**config.mk**
```make
export PLATFORM = sky130hd
export DESIGN_NAME = dmem_ahb_bridge
export DESIGN_NICKNAME = d
export VERILOG_FILES = /design/src/common/dmem_ahb_pkg.sv /design/src/design/dmem_ahb_bridge.sv /design/src/design/dmem_resp_align.sv /design/src/ahb_xfer/ahb_xfer_ctrl.sv /design/src/ahb_xfer/ahb_req_fifo.sv /design/src/design/dmem_req_decode.sv
export SDC_FILE = /design/constraint.sdc
export NUM_CORES = 1
export LEC_CHECK = 0
export BUFFER_PORTS_ARGS = -buffer_cell sky130_fd_sc_hd__clkbuf_2
export CAP_MARGIN = 20
export CELL_PAD_IN_SITES_DETAIL_PLACEMENT = 1
export CELL_PAD_IN_SITES_GLOBAL_PLACEMENT = 1
export CORE_MARGIN = 4
export CORE_UTILIZATION = 44
export CTS_CLUSTER_DIAMETER = 120
export DETAILED_ROUTE_END_ITERATION = 8
export GPL_TIMING_DRIVEN = 0
export HOLD_SLACK_MARGIN = 0.06
export PLACE_DENSITY = 0.89
export SETUP_SLACK_MARGIN = 0.5
export SLEW_MARGIN = 20
export SYNTH_ARGS = -nofsm -noshare
export SYNTH_HDL_FRONTEND = slang
export SYNTH_SLANG_ARGS = --single-unit
export TNS_END_PERCENT = 1
```
**constraint.sdc**
```tcl
create_clock -name clk -period 10.3 [get_ports clk]
set_clock_uncertainty 0.2 [all_clocks]
set_input_delay 0.515 -clock clk [delete_from_list [all_inputs] [get_ports clk]]
set_output_delay 0.515 -clock clk [all_outputs]
set_load 0.02 [all_outputs]
```
**src/common/dmem_ahb_pkg.sv**
```systemverilog
// Data memory AHB bridge package
// Bus widths, core and AHB code constants, request and response structs

package dmem_ahb_pkg;

    // ------------------------------------------------------------
    // Widths and depths
    // ------------------------------------------------------------
    localparam int DATA_W    = 32;
    localparam int LANE_W    = 2;
    localparam int REQ_DEPTH = 2;
    // Count must hold 0..REQ_DEPTH
    localparam int REQ_CNT_W = $clog2(REQ_DEPTH + 1);

    // ------------------------------------------------------------
    // Core side codes
    // ------------------------------------------------------------
    typedef enum logic {
        MEM_CMD_RD = 1'b0,
        MEM_CMD_WR = 1'b1
    } mem_cmd_e;

    typedef enum logic [1:0] {
        MEM_WIDTH_BYTE  = 2'b00,
        MEM_WIDTH_HWORD = 2'b01,
        MEM_WIDTH_WORD  = 2'b10
    } mem_width_e;

    typedef enum logic [1:0] {
        MEM_RESP_NOTRDY = 2'b00,
        MEM_RESP_RDY_OK = 2'b01,
        MEM_RESP_RDY_ER = 2'b10
    } mem_resp_e;

    // ------------------------------------------------------------
    // AHB codes
    // ------------------------------------------------------------
    typedef enum logic [2:0] {
        HSIZE_8B  = 3'b000,
        HSIZE_16B = 3'b001,
        HSIZE_32B = 3'b010
    } hsize_e;

    // Single transfers only, so no BUSY or SEQ
    typedef enum logic [1:0] {
        HTRANS_IDLE   = 2'b00,
        HTRANS_NONSEQ = 2'b10
    } htrans_e;

    typedef enum logic {
        HRESP_OKAY  = 1'b0,
        HRESP_ERROR = 1'b1
    } hresp_e;

    // ------------------------------------------------------------
    // Structs
    // ------------------------------------------------------------
    // Core request as presented with req
    typedef struct packed {
        mem_cmd_e           cmd;
        mem_width_e         width;
        logic [DATA_W-1:0]  addr;
        logic [DATA_W-1:0]  wdata;
    } mem_req_t;

    // One queued AHB transfer, write data already in its lanes
    typedef struct packed {
        logic               hwrite;
        hsize_e             hsize;
        logic [DATA_W-1:0]  haddr;
        logic [DATA_W-1:0]  hwdata;
    } ahb_req_t;

    // What the result stage needs to realign read data
    typedef struct packed {
        hsize_e             hsize;
        logic [LANE_W-1:0]  lane;
    } data_phase_t;

    // One finished data phase
    typedef struct packed {
        hresp_e             hresp;
        data_phase_t        phase;
        logic [DATA_W-1:0]  hrdata;
    } ahb_rsp_t;

endpackage
```
**src/design/dmem_ahb_bridge.sv**
```systemverilog
// Data memory to AHB bridge, top level
// Decode, request FIFO, phase controller and response stage

`timescale 1ns/1ps

module dmem_ahb_bridge (
    input  logic                            clk,
    input  logic                            rst_n,
    // Core side
    input  logic                            req,
    output logic                            req_ack,
    input  dmem_ahb_pkg::mem_req_t          creq,
    output logic [dmem_ahb_pkg::DATA_W-1:0] rdata,
    output dmem_ahb_pkg::mem_resp_e         resp,
    // AHB manager side
    output dmem_ahb_pkg::htrans_e           htrans,
    output dmem_ahb_pkg::hsize_e            hsize,
    output logic [dmem_ahb_pkg::DATA_W-1:0] haddr,
    output logic                            hwrite,
    output logic [dmem_ahb_pkg::DATA_W-1:0] hwdata,
    input  logic                            hready,
    input  logic [dmem_ahb_pkg::DATA_W-1:0] hrdata,
    input  dmem_ahb_pkg::hresp_e            hresp
);

    import dmem_ahb_pkg::*;

    logic        push;
    logic        pop;
    logic        full;
    logic        empty;
    logic        data_done;
    ahb_req_t    entry;
    ahb_req_t    head;
    data_phase_t phase;

    // ------------------------------------------------------------
    // Decode
    // ------------------------------------------------------------
    assign req_ack = ~full;

    dmem_req_decode decode_i (
        .req   (req),
        .full  (full),
        .creq  (creq),
        .push  (push),
        .entry (entry)
    );

    // ------------------------------------------------------------
    // Execute
    // ------------------------------------------------------------
    ahb_req_fifo fifo_i (
        .clk   (clk),
        .rst_n (rst_n),
        .push  (push),
        .pop   (pop),
        .din   (entry),
        .head  (head),
        .full  (full),
        .empty (empty)
    );

    // Address phase comes straight off the FIFO head
    assign haddr  = head.haddr;
    assign hwrite = head.hwrite;
    assign hsize  = head.hsize;

    ahb_xfer_ctrl ctrl_i (
        .clk       (clk),
        .rst_n     (rst_n),
        .empty     (empty),
        .head      (head),
        .hready    (hready),
        .hresp     (hresp),
        .pop       (pop),
        .htrans    (htrans),
        .hwdata    (hwdata),
        .data_done (data_done),
        .phase     (phase)
    );

    // ------------------------------------------------------------
    // Result
    // ------------------------------------------------------------
    dmem_resp_align resp_i (
        .clk       (clk),
        .rst_n     (rst_n),
        .data_done (data_done),
        .phase     (phase),
        .hresp     (hresp),
        .hrdata    (hrdata),
        .rdata     (rdata),
        .resp      (resp)
    );

endmodule

```
**src/design/dmem_resp_align.sv**
```systemverilog
// Response stage
// Registers the finished data phase and returns aligned read data and status

`timescale 1ns/1ps

module dmem_resp_align (
    input  logic                            clk,
    input  logic                            rst_n,
    input  logic                            data_done,
    input  dmem_ahb_pkg::data_phase_t       phase,
    input  dmem_ahb_pkg::hresp_e            hresp,
    input  logic [dmem_ahb_pkg::DATA_W-1:0] hrdata,
    output logic [dmem_ahb_pkg::DATA_W-1:0] rdata,
    output dmem_ahb_pkg::mem_resp_e         resp
);

    import dmem_ahb_pkg::*;

    ahb_rsp_t          rsp;
    logic              rsp_valid;
    logic [DATA_W-1:0] byte_shift;
    logic [DATA_W-1:0] half_shift;

    // One-cycle ready flag
    always_ff @(posedge clk) begin
        if (!rst_n) begin
            rsp_valid <= 1'b0;
        end else begin
            rsp_valid <= data_done;
        end
    end

    // Payload captured as the data phase ends
    always_ff @(posedge clk) begin
        if (data_done) begin
            rsp.hresp  <= hresp;
            rsp.phase  <= phase;
            rsp.hrdata <= hrdata;
        end
    end

    // ------------------------------------------------------------
    // Lane alignment back to bit 0
    // ------------------------------------------------------------
    assign byte_shift = rsp.hrdata >> {rsp.phase.lane, 3'b000};
    assign half_shift = rsp.hrdata >> {rsp.phase.lane[1], 4'b0000};

    always_comb begin
        case (rsp.phase.hsize)
            HSIZE_8B:  rdata = {{(DATA_W - 8){1'b0}}, byte_shift[7:0]};
            HSIZE_16B: rdata = {{(DATA_W - 16){1'b0}}, half_shift[15:0]};
            default:   rdata = rsp.hrdata;
        endcase
    end

    // Not ready outside the response cycle
    assign resp = !rsp_valid ? MEM_RESP_NOTRDY :
                  (rsp.hresp == HRESP_OKAY) ? MEM_RESP_RDY_OK : MEM_RESP_RDY_ER;

endmodule

```
**src/ahb_xfer/ahb_xfer_ctrl.sv**
```systemverilog
// AHB address/data phase controller
// Overlaps next address phase with current data phase, drives htrans
// and keeps the data-phase register for hwdata and result alignment

`timescale 1ns/1ps

module ahb_xfer_ctrl (
    input  logic                         clk,
    input  logic                         rst_n,
    input  logic                         empty,
    input  dmem_ahb_pkg::ahb_req_t       head,
    input  logic                         hready,
    input  dmem_ahb_pkg::hresp_e         hresp,
    output logic                         pop,
    output dmem_ahb_pkg::htrans_e        htrans,
    output logic [dmem_ahb_pkg::DATA_W-1:0] hwdata,
    output logic                         data_done,
    output dmem_ahb_pkg::data_phase_t    phase
);

    import dmem_ahb_pkg::*;

    typedef enum logic {
        ST_ADDR = 1'b0,
        ST_DATA = 1'b1
    } state_e;

    state_e state;
    state_e state_next;
    logic   issue;

    // ------------------------------------------------------------
    // Phase decisions
    // ------------------------------------------------------------
    // Data phase ends on the first hready high cycle
    assign data_done = (state == ST_DATA) & hready;

    // Present an address phase; an ERROR ending holds the head back
    assign issue = ~empty & ((state == ST_ADDR) | (data_done & (hresp == HRESP_OKAY)));
    assign pop    = issue & hready;
    assign htrans = issue ? HTRANS_NONSEQ : HTRANS_IDLE;

    always_comb begin
        case (state)
            ST_ADDR, ST_DATA: begin
                // Accepted address phase moves into data, else back to address
                if (hready) begin
                    state_next = pop ? ST_DATA : ST_ADDR;
                end else begin
                    state_next = state;
                end
            end
            default: begin
                state_next = ST_ADDR;
            end
        endcase
    end

    always_ff @(posedge clk) begin
        if (!rst_n) begin
            state <= ST_ADDR;
        end else begin
            state <= state_next;
        end
    end

    // ------------------------------------------------------------
    // Data-phase register
    // ------------------------------------------------------------
    // Loaded as the head leaves its address phase
    always_ff @(posedge clk) begin
        if (pop) begin
            hwdata      <= head.hwdata;
            phase.hsize <= head.hsize;
            phase.lane  <= head.haddr[LANE_W-1:0];
        end
    end

endmodule

```
**src/ahb_xfer/ahb_req_fifo.sv**
```systemverilog
// AHB request FIFO
// Two-entry shifting queue, head always at slot 0, with count/full/empty

`timescale 1ns/1ps

module ahb_req_fifo (
    input  logic                   clk,
    input  logic                   rst_n,
    input  logic                   push,
    input  logic                   pop,
    input  dmem_ahb_pkg::ahb_req_t din,
    output dmem_ahb_pkg::ahb_req_t head,
    output logic                   full,
    output logic                   empty
);

    import dmem_ahb_pkg::*;

    ahb_req_t [REQ_DEPTH-1:0] slots;
    logic     [REQ_CNT_W-1:0] count;

    // ------------------------------------------------------------
    // Status
    // ------------------------------------------------------------
    assign full  = (count == REQ_CNT_W'(REQ_DEPTH));
    assign empty = (count == '0);
    assign head  = slots[0];

    // ------------------------------------------------------------
    // Occupancy count
    // ------------------------------------------------------------
    always_ff @(posedge clk) begin
        if (!rst_n) begin
            count <= '0;
        end else begin
            case ({push, pop})
                2'b10: begin
                    count <= count + REQ_CNT_W'(1);
                end
                2'b01: begin
                    count <= count - REQ_CNT_W'(1);
                end
                default: begin
                    // Idle, or push+pop which keeps the count
                    count <= count;
                end
            endcase
        end
    end

    // ------------------------------------------------------------
    // Entry storage
    // ------------------------------------------------------------
    always_ff @(posedge clk) begin
        case ({push, pop})
            2'b10: begin
                // Write behind whatever is already held
                if (empty) begin
                    slots[0] <= din;
                end else begin
                    slots[1] <= din;
                end
            end
            2'b01: begin
                // Shift second entry up to head
                slots[0] <= slots[1];
            end
            2'b11: begin
                // Only with one entry held; new entry replaces head
                slots[0] <= din;
            end
            default: begin
                slots <= slots;
            end
        endcase
    end

endmodule

```
**src/design/dmem_req_decode.sv**
```systemverilog
// Request decode stage
// Turns a core load/store into an AHB request entry with lane-placed data

`timescale 1ns/1ps

module dmem_req_decode (
    input  logic                   req,
    input  logic                   full,
    input  dmem_ahb_pkg::mem_req_t creq,
    output logic                   push,
    output dmem_ahb_pkg::ahb_req_t entry
);

    import dmem_ahb_pkg::*;

    logic [DATA_W-1:0] byte_data;
    logic [DATA_W-1:0] half_data;

    // Taken on the same edge the core sees req_ack
    assign push = req & ~full;

    // Zero-extended store payloads before lane shift
    assign byte_data = {{(DATA_W - 8){1'b0}}, creq.wdata[7:0]};
    assign half_data = {{(DATA_W - 16){1'b0}}, creq.wdata[15:0]};

    always_comb begin
        entry.hwrite = (creq.cmd == MEM_CMD_WR);
        entry.haddr  = creq.addr;
        case (creq.width)
            MEM_WIDTH_BYTE: begin
                entry.hsize  = HSIZE_8B;
                // Byte lane picked by both low address bits
                entry.hwdata = byte_data << {creq.addr[LANE_W-1:0], 3'b000};
            end
            MEM_WIDTH_HWORD: begin
                entry.hsize  = HSIZE_16B;
                // Upper or lower half only
                entry.hwdata = half_data << {creq.addr[1], 4'b0000};
            end
            default: begin
                // Word, and the unused width code
                entry.hsize  = HSIZE_32B;
                entry.hwdata = creq.wdata;
            end
        endcase
    end

endmodule

```
==> results of run 1 <==
==> layout by cell type (no fill, tap or decap), types with 6 or more instances in the layout <==
cell type      count
mux2_2            41
buf_2              9
nand2_1           40
a22oi_1            8
o21ai_0           23
a221o_1            8
clkinv_1           7
buf_6              7
a31o_2             6
buf_4             40
nor3_1             8
nor2_1            14
clkbuf_16         25
clkbuf_1          14
nor2b_1           14
mux2i_1            9
a31oi_1            9
dlygate4sd3_1     65
nand3_1            7
clkbuf_2         205
and2_1            36
edfxtp_1         207
==> power by group through the flow <==
| stage | Clock (uW) | Sequential (uW) | Combinational (uW) |
|---|---|---|---|
| after global routing | 851 | 1380 | 816 |
| after global placement | 0 | 1400 | 664 |
| final | 794 | 1360 | 768 |
| after detailed placement | 0 | 1370 | 746 |
| after CTS | 808 | 1350 | 772 |
| after floorplan | 0 | 1400 | 402 |
==> worst register-to-register path, delay by kind of cell, from the launching register on <==
family / cells / cell delay [ps]
AO/OA/AOI/OAI: 1 / 690
adder cells (fa/ha/maj): 1 / 250
flip-flops: 1 / 400
buffers and inverters: 2 / 480
AND/OR/NAND/NOR: 3 / 970
==> cells by family after synthesis <==
| family | Yosys count | synth area share (%) |
|---|---|---|
| compound gates | 80 | 6.93 |
| xor+xnor | 2 | 0.200 |
| fa+ha+maj | 3 | 0.430 |
| buf+inv | 71 | 5.34 |
| flops | 211 | 72.1 |
| mux | 52 | 6.66 |
| other cells | 1 | 0.0429 |
| simple gates | 134 | 8.35 |
==> stage by stage <==
step	power, uW	utilization [%]
after floorplan	1810	-
after global placement	2060	51.7
final	2920	59.6
after detailed placement	2110	52.5
after global routing	3040	59.6
after CTS	2930	59.6
==> registers in the layout, summed over array words and instances, names as in the netlist <==
register	flops
resp_i.rsp	37
fifo_i.count	2
fifo_i.slots	67
resp_i.rsp_valid	1
ctrl_i.phase	4
fifo_i.head	67
ctrl_i.hwdata	32
ctrl_i.state	1
==> final timing paths <==
kind | start | to | cells past startpoint
setup / recovery | hresp | fifo_i.head[59] | 8
hold / removal | rst_n | ctrl_i.state | 2
setup reg to reg | fifo_i.count[0] | fifo_i.head[59] | 7
hold reg to reg | fifo_i.head[20] | ctrl_i.hwdata[20] | 0
==> layout make-up <==
type                            instances  area [um2]
Fill cell                            1953        7890
Sequential cell                       211        6300
Multi-Input combinational cell        273        2010
Timing Repair Buffer                  276        1800
Clock buffer                           30         644
Buffer                                 65         444
Tap cell                              265         332
Clock inverter                         13        85.1
Inverter                                6        22.5
Antenna cell                            1        2.50
==> metal layers <==
layer | GRT usage, % | routed length, um | vias to the layer above
li1 | - | - | 2675
met3 | 3.65 | 1550 | 54
met4 | 7.55 | 788 | 0
met1 | 26.7 | 9520 | 2948
met2 | 43.1 | 14000 | 244
met5 | 0 | 0 | -
==> what timing repair did <==
item | 4_1_cts | 5_1_grt
hold buffers | 65 | 0
endpoints found under the hold margin | 65 | 0
gates resized for setup | 0 | 0
buffers inserted | 0 | 0
==> reports/results.tsv, run 1 <==
stage	metric	value	unit
worst_setup_path	crit_chain	dlygate4sd3_1, clkbuf_2, a211oi_4, inv_1, ha_1, nor2b_4, nor2_4, buf_12	
route	ant_nets	0	
route	via_per_inst	5.19	
timing	worstMarginPinSlew	806	ps
final_layout	drive_gt1_share	41.2	%
timing	final.setup.worst_slack	6860	ps
power_and_ir_drop	p_int	2030	uW
power_and_ir_drop	sw_frac_of_total	30.5	%
power_and_ir_drop	pwr_density_cell	251	nW/um2
power_and_ir_drop	p_switching	889	uW
global_route	grt_pass1_vias	6641	
timing	period_share	33.4	%
clocking	numCtsBuffers	24	
clocking	cts_tree	built	
global_route	antenna_found_initial	1	
timing	rsz0062_at_grt	false	
synth	synth_most_common_cell	edfxtp_1	
clocking	cts.path.max_buffers	3	
synth	avgSynthCellArea	15.8	um2
placed_design	numPortBuffers	204	
worst_setup_path	slowest_stage	a211oi_4	
route	drt_pre_antenna_iters	5	
floorplan	dieArea	22200	um2
final_layout	fin_nets	964	
clocking	clk_pin_slew_worst_paths	60	ps
floorplan	ios	209	
synth	synth.top_cells.by_count	edfxtp_1, mux2_2, buf_4, nand2_1, and2_1	
clocking	clock_sinks	211	
timing	finalHoldViolations	0	
route	routed_wl	25900	um
timing	finalWorstPathRequiredPeriod	3440	ps
route	drc	0	
power_and_ir_drop	clockPowerShare	27.2	%
worst_setup_path	criticalPathCategory	primary input to flip-flop	
synth	ys_top_cells_by_area	edfxtp_1, mux2_2, buf_4, and2_1, nand2_1	
placed_design	dp_cells	1031	
synth	synth-main-ff-cell	edfxtp_1	
global_route	overflow	0	
floorplan	die_x	149	um
synth	ys_seq_elements	211	
synth	netlist_area	8740	um2
global_route	grt_pass1_wl	39200	um
synth	synth_warnings	0	
clocking	h-tree-depth	1	
final_layout	area_growth	33.2	%
clocking	root_buffer	clkbuf_16	
synth	synthCells	554	
route	drt_iter0_drc	399	
worst_setup_path	cp.required	10300	ps
power_and_ir_drop	combPwrFrac	26.3	%
route	via_count	5921	
worst_setup_path	start_kind	primary input	
timing	fin_setup_tns	0	ps
job	cap_violations	0	
placed_design	dp_hpwl	17200	um
synth	synth_top_area_share	71.1	%
global_route	grt_start_max_net_pins	33	
timing	relSlewSlack	46.2	%
power_and_ir_drop	ir_worst_vdd	0.133	mV
global_route	grtUsageTotal	23.0	%
timing	max_freq	290	MHz
floorplan	die_y	149	um
final_layout	finalNonFillerCells	1140	
synth	synth_edf_count	207	
floorplan	fp-row-count	51	
route	wire_per_inst	22.7	um
placed_design	post-place-ws	6880	ps
power_and_ir_drop	leakagePower	0.00461	uW
timing	setup_viol	0	
floorplan	initial_core_util	44.8	%
placed_design	placed_area	10300	um2
synth	synth_area_leader_cell	edfxtp_1	
worst_setup_path	setup.worst_path.end_class	flip-flop	
worst_setup_path	critPathTopFamily	buffers and inverters	
synth	yosysSeqAreaShare	72.1	%
floorplan	core-area	19500	um2
power_and_ir_drop	seq_power_share	46.5	%
synth	synthArstFlopShare	0	%
worst_setup_path	rrSetupSlack	7010	ps
worst_setup_path	critPathMaxFanout	27	
clocking	clock_latency	510	ps
timing	slew_violations	0	
final_layout	final_area	11600	um2
worst_setup_path	cp.arrival	3440	ps
worst_setup_path	crit_buf_inv	4	
synth	synth_cell_types	45	
worst_setup_path	critPathMaxStageDelay	690	ps
status	status	finished clean	
timing	timing.hold.ws	92.4	ps
hold_path	hold_class	primary input to flip-flop	
placed_design	gp_congestion	0.815	
Note: power is estimated with default switching activity, not from simulation.
==> run 2: changes to the inputs <==
clock period = 3.55 ns   (was 10.3 ns; I/O delays follow)
==> run 2 against run 1 <==
  * Worst setup slack worse by 6100 ps
  * First-iteration DRC count is 23% higher
  * Register-to-register slack got worse by 6200 ps
  * Die area stayed put
  * Combinational power grew to 3.2 times the previous value
  * Final cell count up 5.5%
  * Sequential power increased to 2.9 times the previous value
  * Critical path type unchanged
  * Largest power group unchanged
  * Highest routed layer unchanged
==> reports/results.tsv, run 2 (synthesis results as in run 1) <==
stage	metric	value	unit
status	status	finished clean	
final_layout	drive_gt1_share	38.9	%
final_layout	final_cell_mix	edfxtp_1, clkbuf_2, dlygate4sd3_1	
placed_design	dp_cells	1034	
clocking	clk_pin_slew_worst_paths	60	ps
placed_design	post-place-ws	809	ps
placed_design	gp_congestion	0.846	
power_and_ir_drop	p_total	8560	uW
worst_setup_path	critPathMaxFanout	14	
global_route	grt_start_max_net_pins	32	
timing	slew_violations	0	
timing	max_freq	361	MHz
worst_setup_path	cp.arrival	2820	ps
floorplan	ios	209	
route	via_per_inst	5.21	
clocking	cts_tree	built	
clocking	numCtsBuffers	23	
worst_setup_path	cp.required	3600	ps
global_route	grt_pass1_wl	42500	um
final_layout	fin_nets	1029	
route	via_count	6263	
placed_design	dp_hpwl	17300	um
final_layout	final_common_cell	edfxtp_1	
route	drc	0	
power_and_ir_drop	pwr_density_cell	695	nW/um2
route	drt_iter0_drc	491	
power_and_ir_drop	ir_worst_vdd	0.429	mV
hold_path	hold_class	primary input to flip-flop	
floorplan	initial_core_util	44.8	%
power_and_ir_drop	leakagePower	0.00489	uW
clocking	root_buffer	clkbuf_16	
final_layout	final_area	12300	um2
global_route	grt_pass1_vias	7120	
route	drt_pre_antenna_iters	5	
worst_setup_path	setup.worst_path.end_class	flip-flop	
route	routed_wl	28200	um
timing	finalHoldViolations	0	
clocking	cts.path.max_buffers	3	
floorplan	dieArea	22200	um2
floorplan	core-area	19500	um2
clocking	clock_latency	500	ps
global_route	antenna_found_initial	2	
timing	setup_viol	0	
floorplan	fp-row-count	51	
route	wire_per_inst	23.4	um
global_route	overflow	0	
timing	rsz0062_at_grt	false	
clocking	clock_sinks	211	
timing	relSlewSlack	55.6	%
placed_design	numPortBuffers	204	
clocking	post_cts_resized	0	
final_layout	fin_util	63.1	%
floorplan	die_x	149	um
placed_design	placed_area	10400	um2
worst_setup_path	criticalPathCategory	primary input to flip-flop	
global_route	grtUsageTotal	25.3	%
clocking	post_cts_buffers	0	
final_layout	fillers	1901	
timing	worstMarginPinSlew	664	ps
floorplan	die_y	149	um
clocking	h-tree-depth	1	
final_layout	area_growth	40.9	%
route	ant_nets	0	
timing	finalWorstPathRequiredPeriod	2770	ps
timing	period_share	78.1	%
final_layout	finalNonFillerCells	1203	
timing	final.setup.worst_slack	778	ps
job	cap_violations	0	
worst_setup_path	start_kind	primary input	
==> run 2: changes by cell type in the layout (fill, tap and decap cells not counted), sizes merged <==
cell,change
buf,+3
clkbuf,+1
clkinv,-5
diode,+1
dlygate4sd3,+63
==> run 2: report_power, final <==
part	total (uW)	internal, uW	switching, uW
clock	2200	1260	936
combinational	2440	995	1440
sequential	3930	3690	241
total	8560	5940	2620
==> run 2: worst paths after layout <==
path | start | endpoint | slack [ps] | cells after the start
max reg2reg | fifo_i.count[0] | fifo_i.head[46] | 820 | 8
max | hready | fifo_i.head[46] | 780 | 10
min reg2reg | fifo_i.head[22] | ctrl_i.hwdata[22] | 220 | 0
min | req | fifo_i.count[1] | 100 | 5
==> run 2: layout make-up <==
type / count / area [um2] / share of cell area [%]
flip-flops and latches: 211 / 6300 / 51.2
repair buffers: 342 / 2530 / 20.5
multi-input cells: 273 / 2020 / 16.4
clock buffers: 31 / 606 / 4.92
plain buffers: 65 / 444 / 3.61
well taps: 265 / 332 / 2.69
clock inverters: 8 / 60.1 / 0.488
inverters: 6 / 22.5 / 0.183
diodes: 2 / 5.00 / 0.0406
==> run 2: critical path, cell delays in order <==
cell           delay [ps]
dlygate4sd3_1         530
clkbuf_2              150
inv_1                  80
a211oi_4              260
buf_6                 230
buf_16                170
ha_1                  220
buf_2                 300
buf_2                 320
mux2_2                380
==> run 2: timing repair <==
| item | CTS | global route |
|---|---|---|
| endpoints found under the hold margin | 185 | 0 |
| setup endpoints to repair | 0 | 0 |
| hold buffers | 128 | 0 |
==> run 2: routing by layer <==
| metal | vias to the layer above | GRT usage [%] | routed length (um) |
|---|---|---|---|
| met5 | - | 0 | 0 |
| met4 | 0 | 9.84 | 1090 |
| met3 | 71 | 5.59 | 1990 |
| met2 | 293 | 47.0 | 15100 |
| met1 | 3099 | 28.0 | 9970 |
| li1 | 2800 | - | - |
==> run 2: metrics by stage <==
| stage | TNS (ps) | hold slack [ps] |
|---|---|---|
| global route | 0 | 152 |
| detailed placement | 0 | 157 |
| floorplan | -21570 | 76.4 |
| CTS | 0 | 89.1 |
| global placement | -119720 | 155 |
| finish | 0 | 103 |
==> run 3: changes to the inputs <==
clock period = 2.67 ns   (was 3.55 ns; I/O delays follow)
==> run 3 against run 2 <==
  * Global-route usage rose by 0.64 points
  * Worst setup slack got worse by 450 ps
  * Core utilization rose by 1.1 points
  * Power rose by 36%
  * Clock-buffer cell count did not move
  * Sequential share of layout area fell by 0.83 points
  * Clock power rose by 33%
  * Die area did not move
  * Critical path depth fell by 2
  * Non-clock buffer count rose by 10
  * Routed wire length rose by 3.9%
  * Combinational power rose by 42%
  * Largest cell class unchanged
==> reports/results.tsv, run 3 (synthesis results as in run 1) <==
stage	metric	value	unit
status	status	finished clean	
placed_design	dp_cells	1034	
timing	period_share	87.6	%
clocking	clk_pin_slew_worst_paths	60	ps
final_layout	area_growth	43.3	%
placed_design	numPortBuffers	204	
clocking	root_buffer	clkbuf_16	
final_layout	finalNonFillerCells	1211	
timing	finalWorstPathRequiredPeriod	2340	ps
route	ant_nets	0	
worst_setup_path	criticalPathCategory	primary input to flip-flop	
clocking	cts.path.max_buffers	3	
hold_path	hp-start	hresp	
power_and_ir_drop	ir_worst_vdd	0.531	mV
route	via_count	6335	
worst_setup_path	crit-reg2reg-launch	fifo_i.count[0]	
placed_design	gp_congestion	0.846	
timing	rsz0062_at_grt	true	
power_and_ir_drop	pwr_density_cell	928	nW/um2
floorplan	ios	209	
timing	worstMarginPinSlew	583	ps
worst_setup_path	cp.arrival	2390	ps
clocking	numCtsBuffers	23	
worst_setup_path	cp.required	2720	ps
timing	slew_violations	0	
worst_setup_path	critPathMaxFanout	10	
final_layout	final_cell_mix	edfxtp_1, clkbuf_2, dlygate4sd3_1	
global_route	antenna_found_initial	0	
final_layout	final_area	12500	um2
final_layout	diodes	0	
final_layout	fin_util	64.1	%
route	routed_wl	29300	um
placed_design	placed_area	10400	um2
route	drc	0	
power_and_ir_drop	leakagePower	0.00500	uW
global_route	grtUsageTotal	25.9	%
job	cap_violations	0	
timing	finalHoldViolations	0	
floorplan	die_x	149	um
timing	max_freq	427	MHz
clocking	clock_latency	510	ps
placed_design	post-place-ws	-70.7	ps
timing	relSlewSlack	61.0	%
global_route	grt_pass1_vias	7094	
global_route	grt_pass1_wl	43200	um
worst_setup_path	start_kind	primary input	
route	drt_iter0_drc	305	
power_and_ir_drop	p_total	11600	uW
final_layout	fin_nets	1039	
timing	final.setup.worst_slack	330	ps
route	via_per_inst	5.23	
floorplan	dieArea	22200	um2
final_layout	final_common_cell	edfxtp_1	
global_route	overflow	0	
clocking	h-tree-depth	1	
final_layout	drive_gt1_share	41.0	%
timing	setup_viol	0	
route	wire_per_inst	24.2	um
clocking	cts_tree	built	
clocking	clock_sinks	211	
floorplan	core-area	19500	um2
worst_setup_path	setup.worst_path.end_class	flip-flop	
floorplan	fp-row-count	51	
worst_setup_path	setup.worst_path.start	creq[33]	
placed_design	dp_hpwl	17300	um
route	drt_pre_antenna_iters	5	
global_route	grt_start_max_net_pins	32	
floorplan	die_y	149	um
hold_path	hold_class	primary input to flip-flop	
floorplan	initial_core_util	44.8	%
## run 3: cell types whose count changed in the layout (fill, tap and decap cells not counted), moves of 2 or more
cell / previous run / this run
buf_4: 40 / 54
clkbuf_1: 17 / 11
buf_12: 3 / 6
buf_2: 9 / 6
dlygate4sd3_1: 128 / 125
buf_6: 6 / 8
clkbuf_4: 0 / 2
diode_2: 2 / 0
mux2i_1: 9 / 7
mux2i_2: 0 / 2
## run 3: path summary, 6_finish.rpt
check,to,slack (ps),cells after the start
max,fifo_i.head[22],330,8
min,ctrl_i.hwdata[21],100,4
max reg2reg,fifo_i.head[42],340,9
min reg2reg,ctrl_i.hwdata[14],210,0
## run 3: what timing repair did
action,4_1_cts,5_1_grt
setup buffers,1,10
cloned,0,1
endpoints found under the hold margin,186,0
endpoints found under the setup margin,184,215
resized for setup,8,46
hold buffers,126,0
pin swaps,1,3
## run 3: worst max-delay path, stage by stage
cell	delay [ps]
dlygate4sd3_1	560
clkbuf_2	140
buf_6	150
nor2b_4	140
buf_6	150
a32o_1	260
dlygate4sd3_1	580
mux2_4	260
## run 3: final cells by class
| type | count | area [um2] |
|---|---|---|
| fillers | 1884 | 7000 |
| flip-flops and latches | 211 | 6300 |
| repair buffers | 352 | 2630 |
| multi-input cells | 273 | 2050 |
| clock buffers | 31 | 606 |
| plain buffers | 65 | 524 |
| well taps | 265 | 332 |
| clock inverters | 8 | 60.1 |
| inverters | 6 | 25.0 |
## run 3: per-layer routing
layer	vias to the layer above	wire length, um	GRT usage, %
met5	-	0	0
li1	2828	-	-
met3	75	2090	5.41
met1	3114	10500	29.1
met2	318	15700	48.2
met4	0	1060	9.61
## run 3: report_power, final
part	total, uW	internal, uW	switching, uW	leakage (uW)
Combinational	3460	1470	1990	0.00269
Sequential	5240	4910	327	0.00199
Clock	2930	1670	1260	0.000325
Total	11600	8060	3570	0.00500
## run 3: metrics by stage
step | setup TNS (ps) | hold WS, ps
global placement | -290710 | 111
detailed placement | -1140 | 113
finish | 0 | 103
floorplan | -93310 | 32.4
global route | 0 | 107
CTS | 0 | 78.2
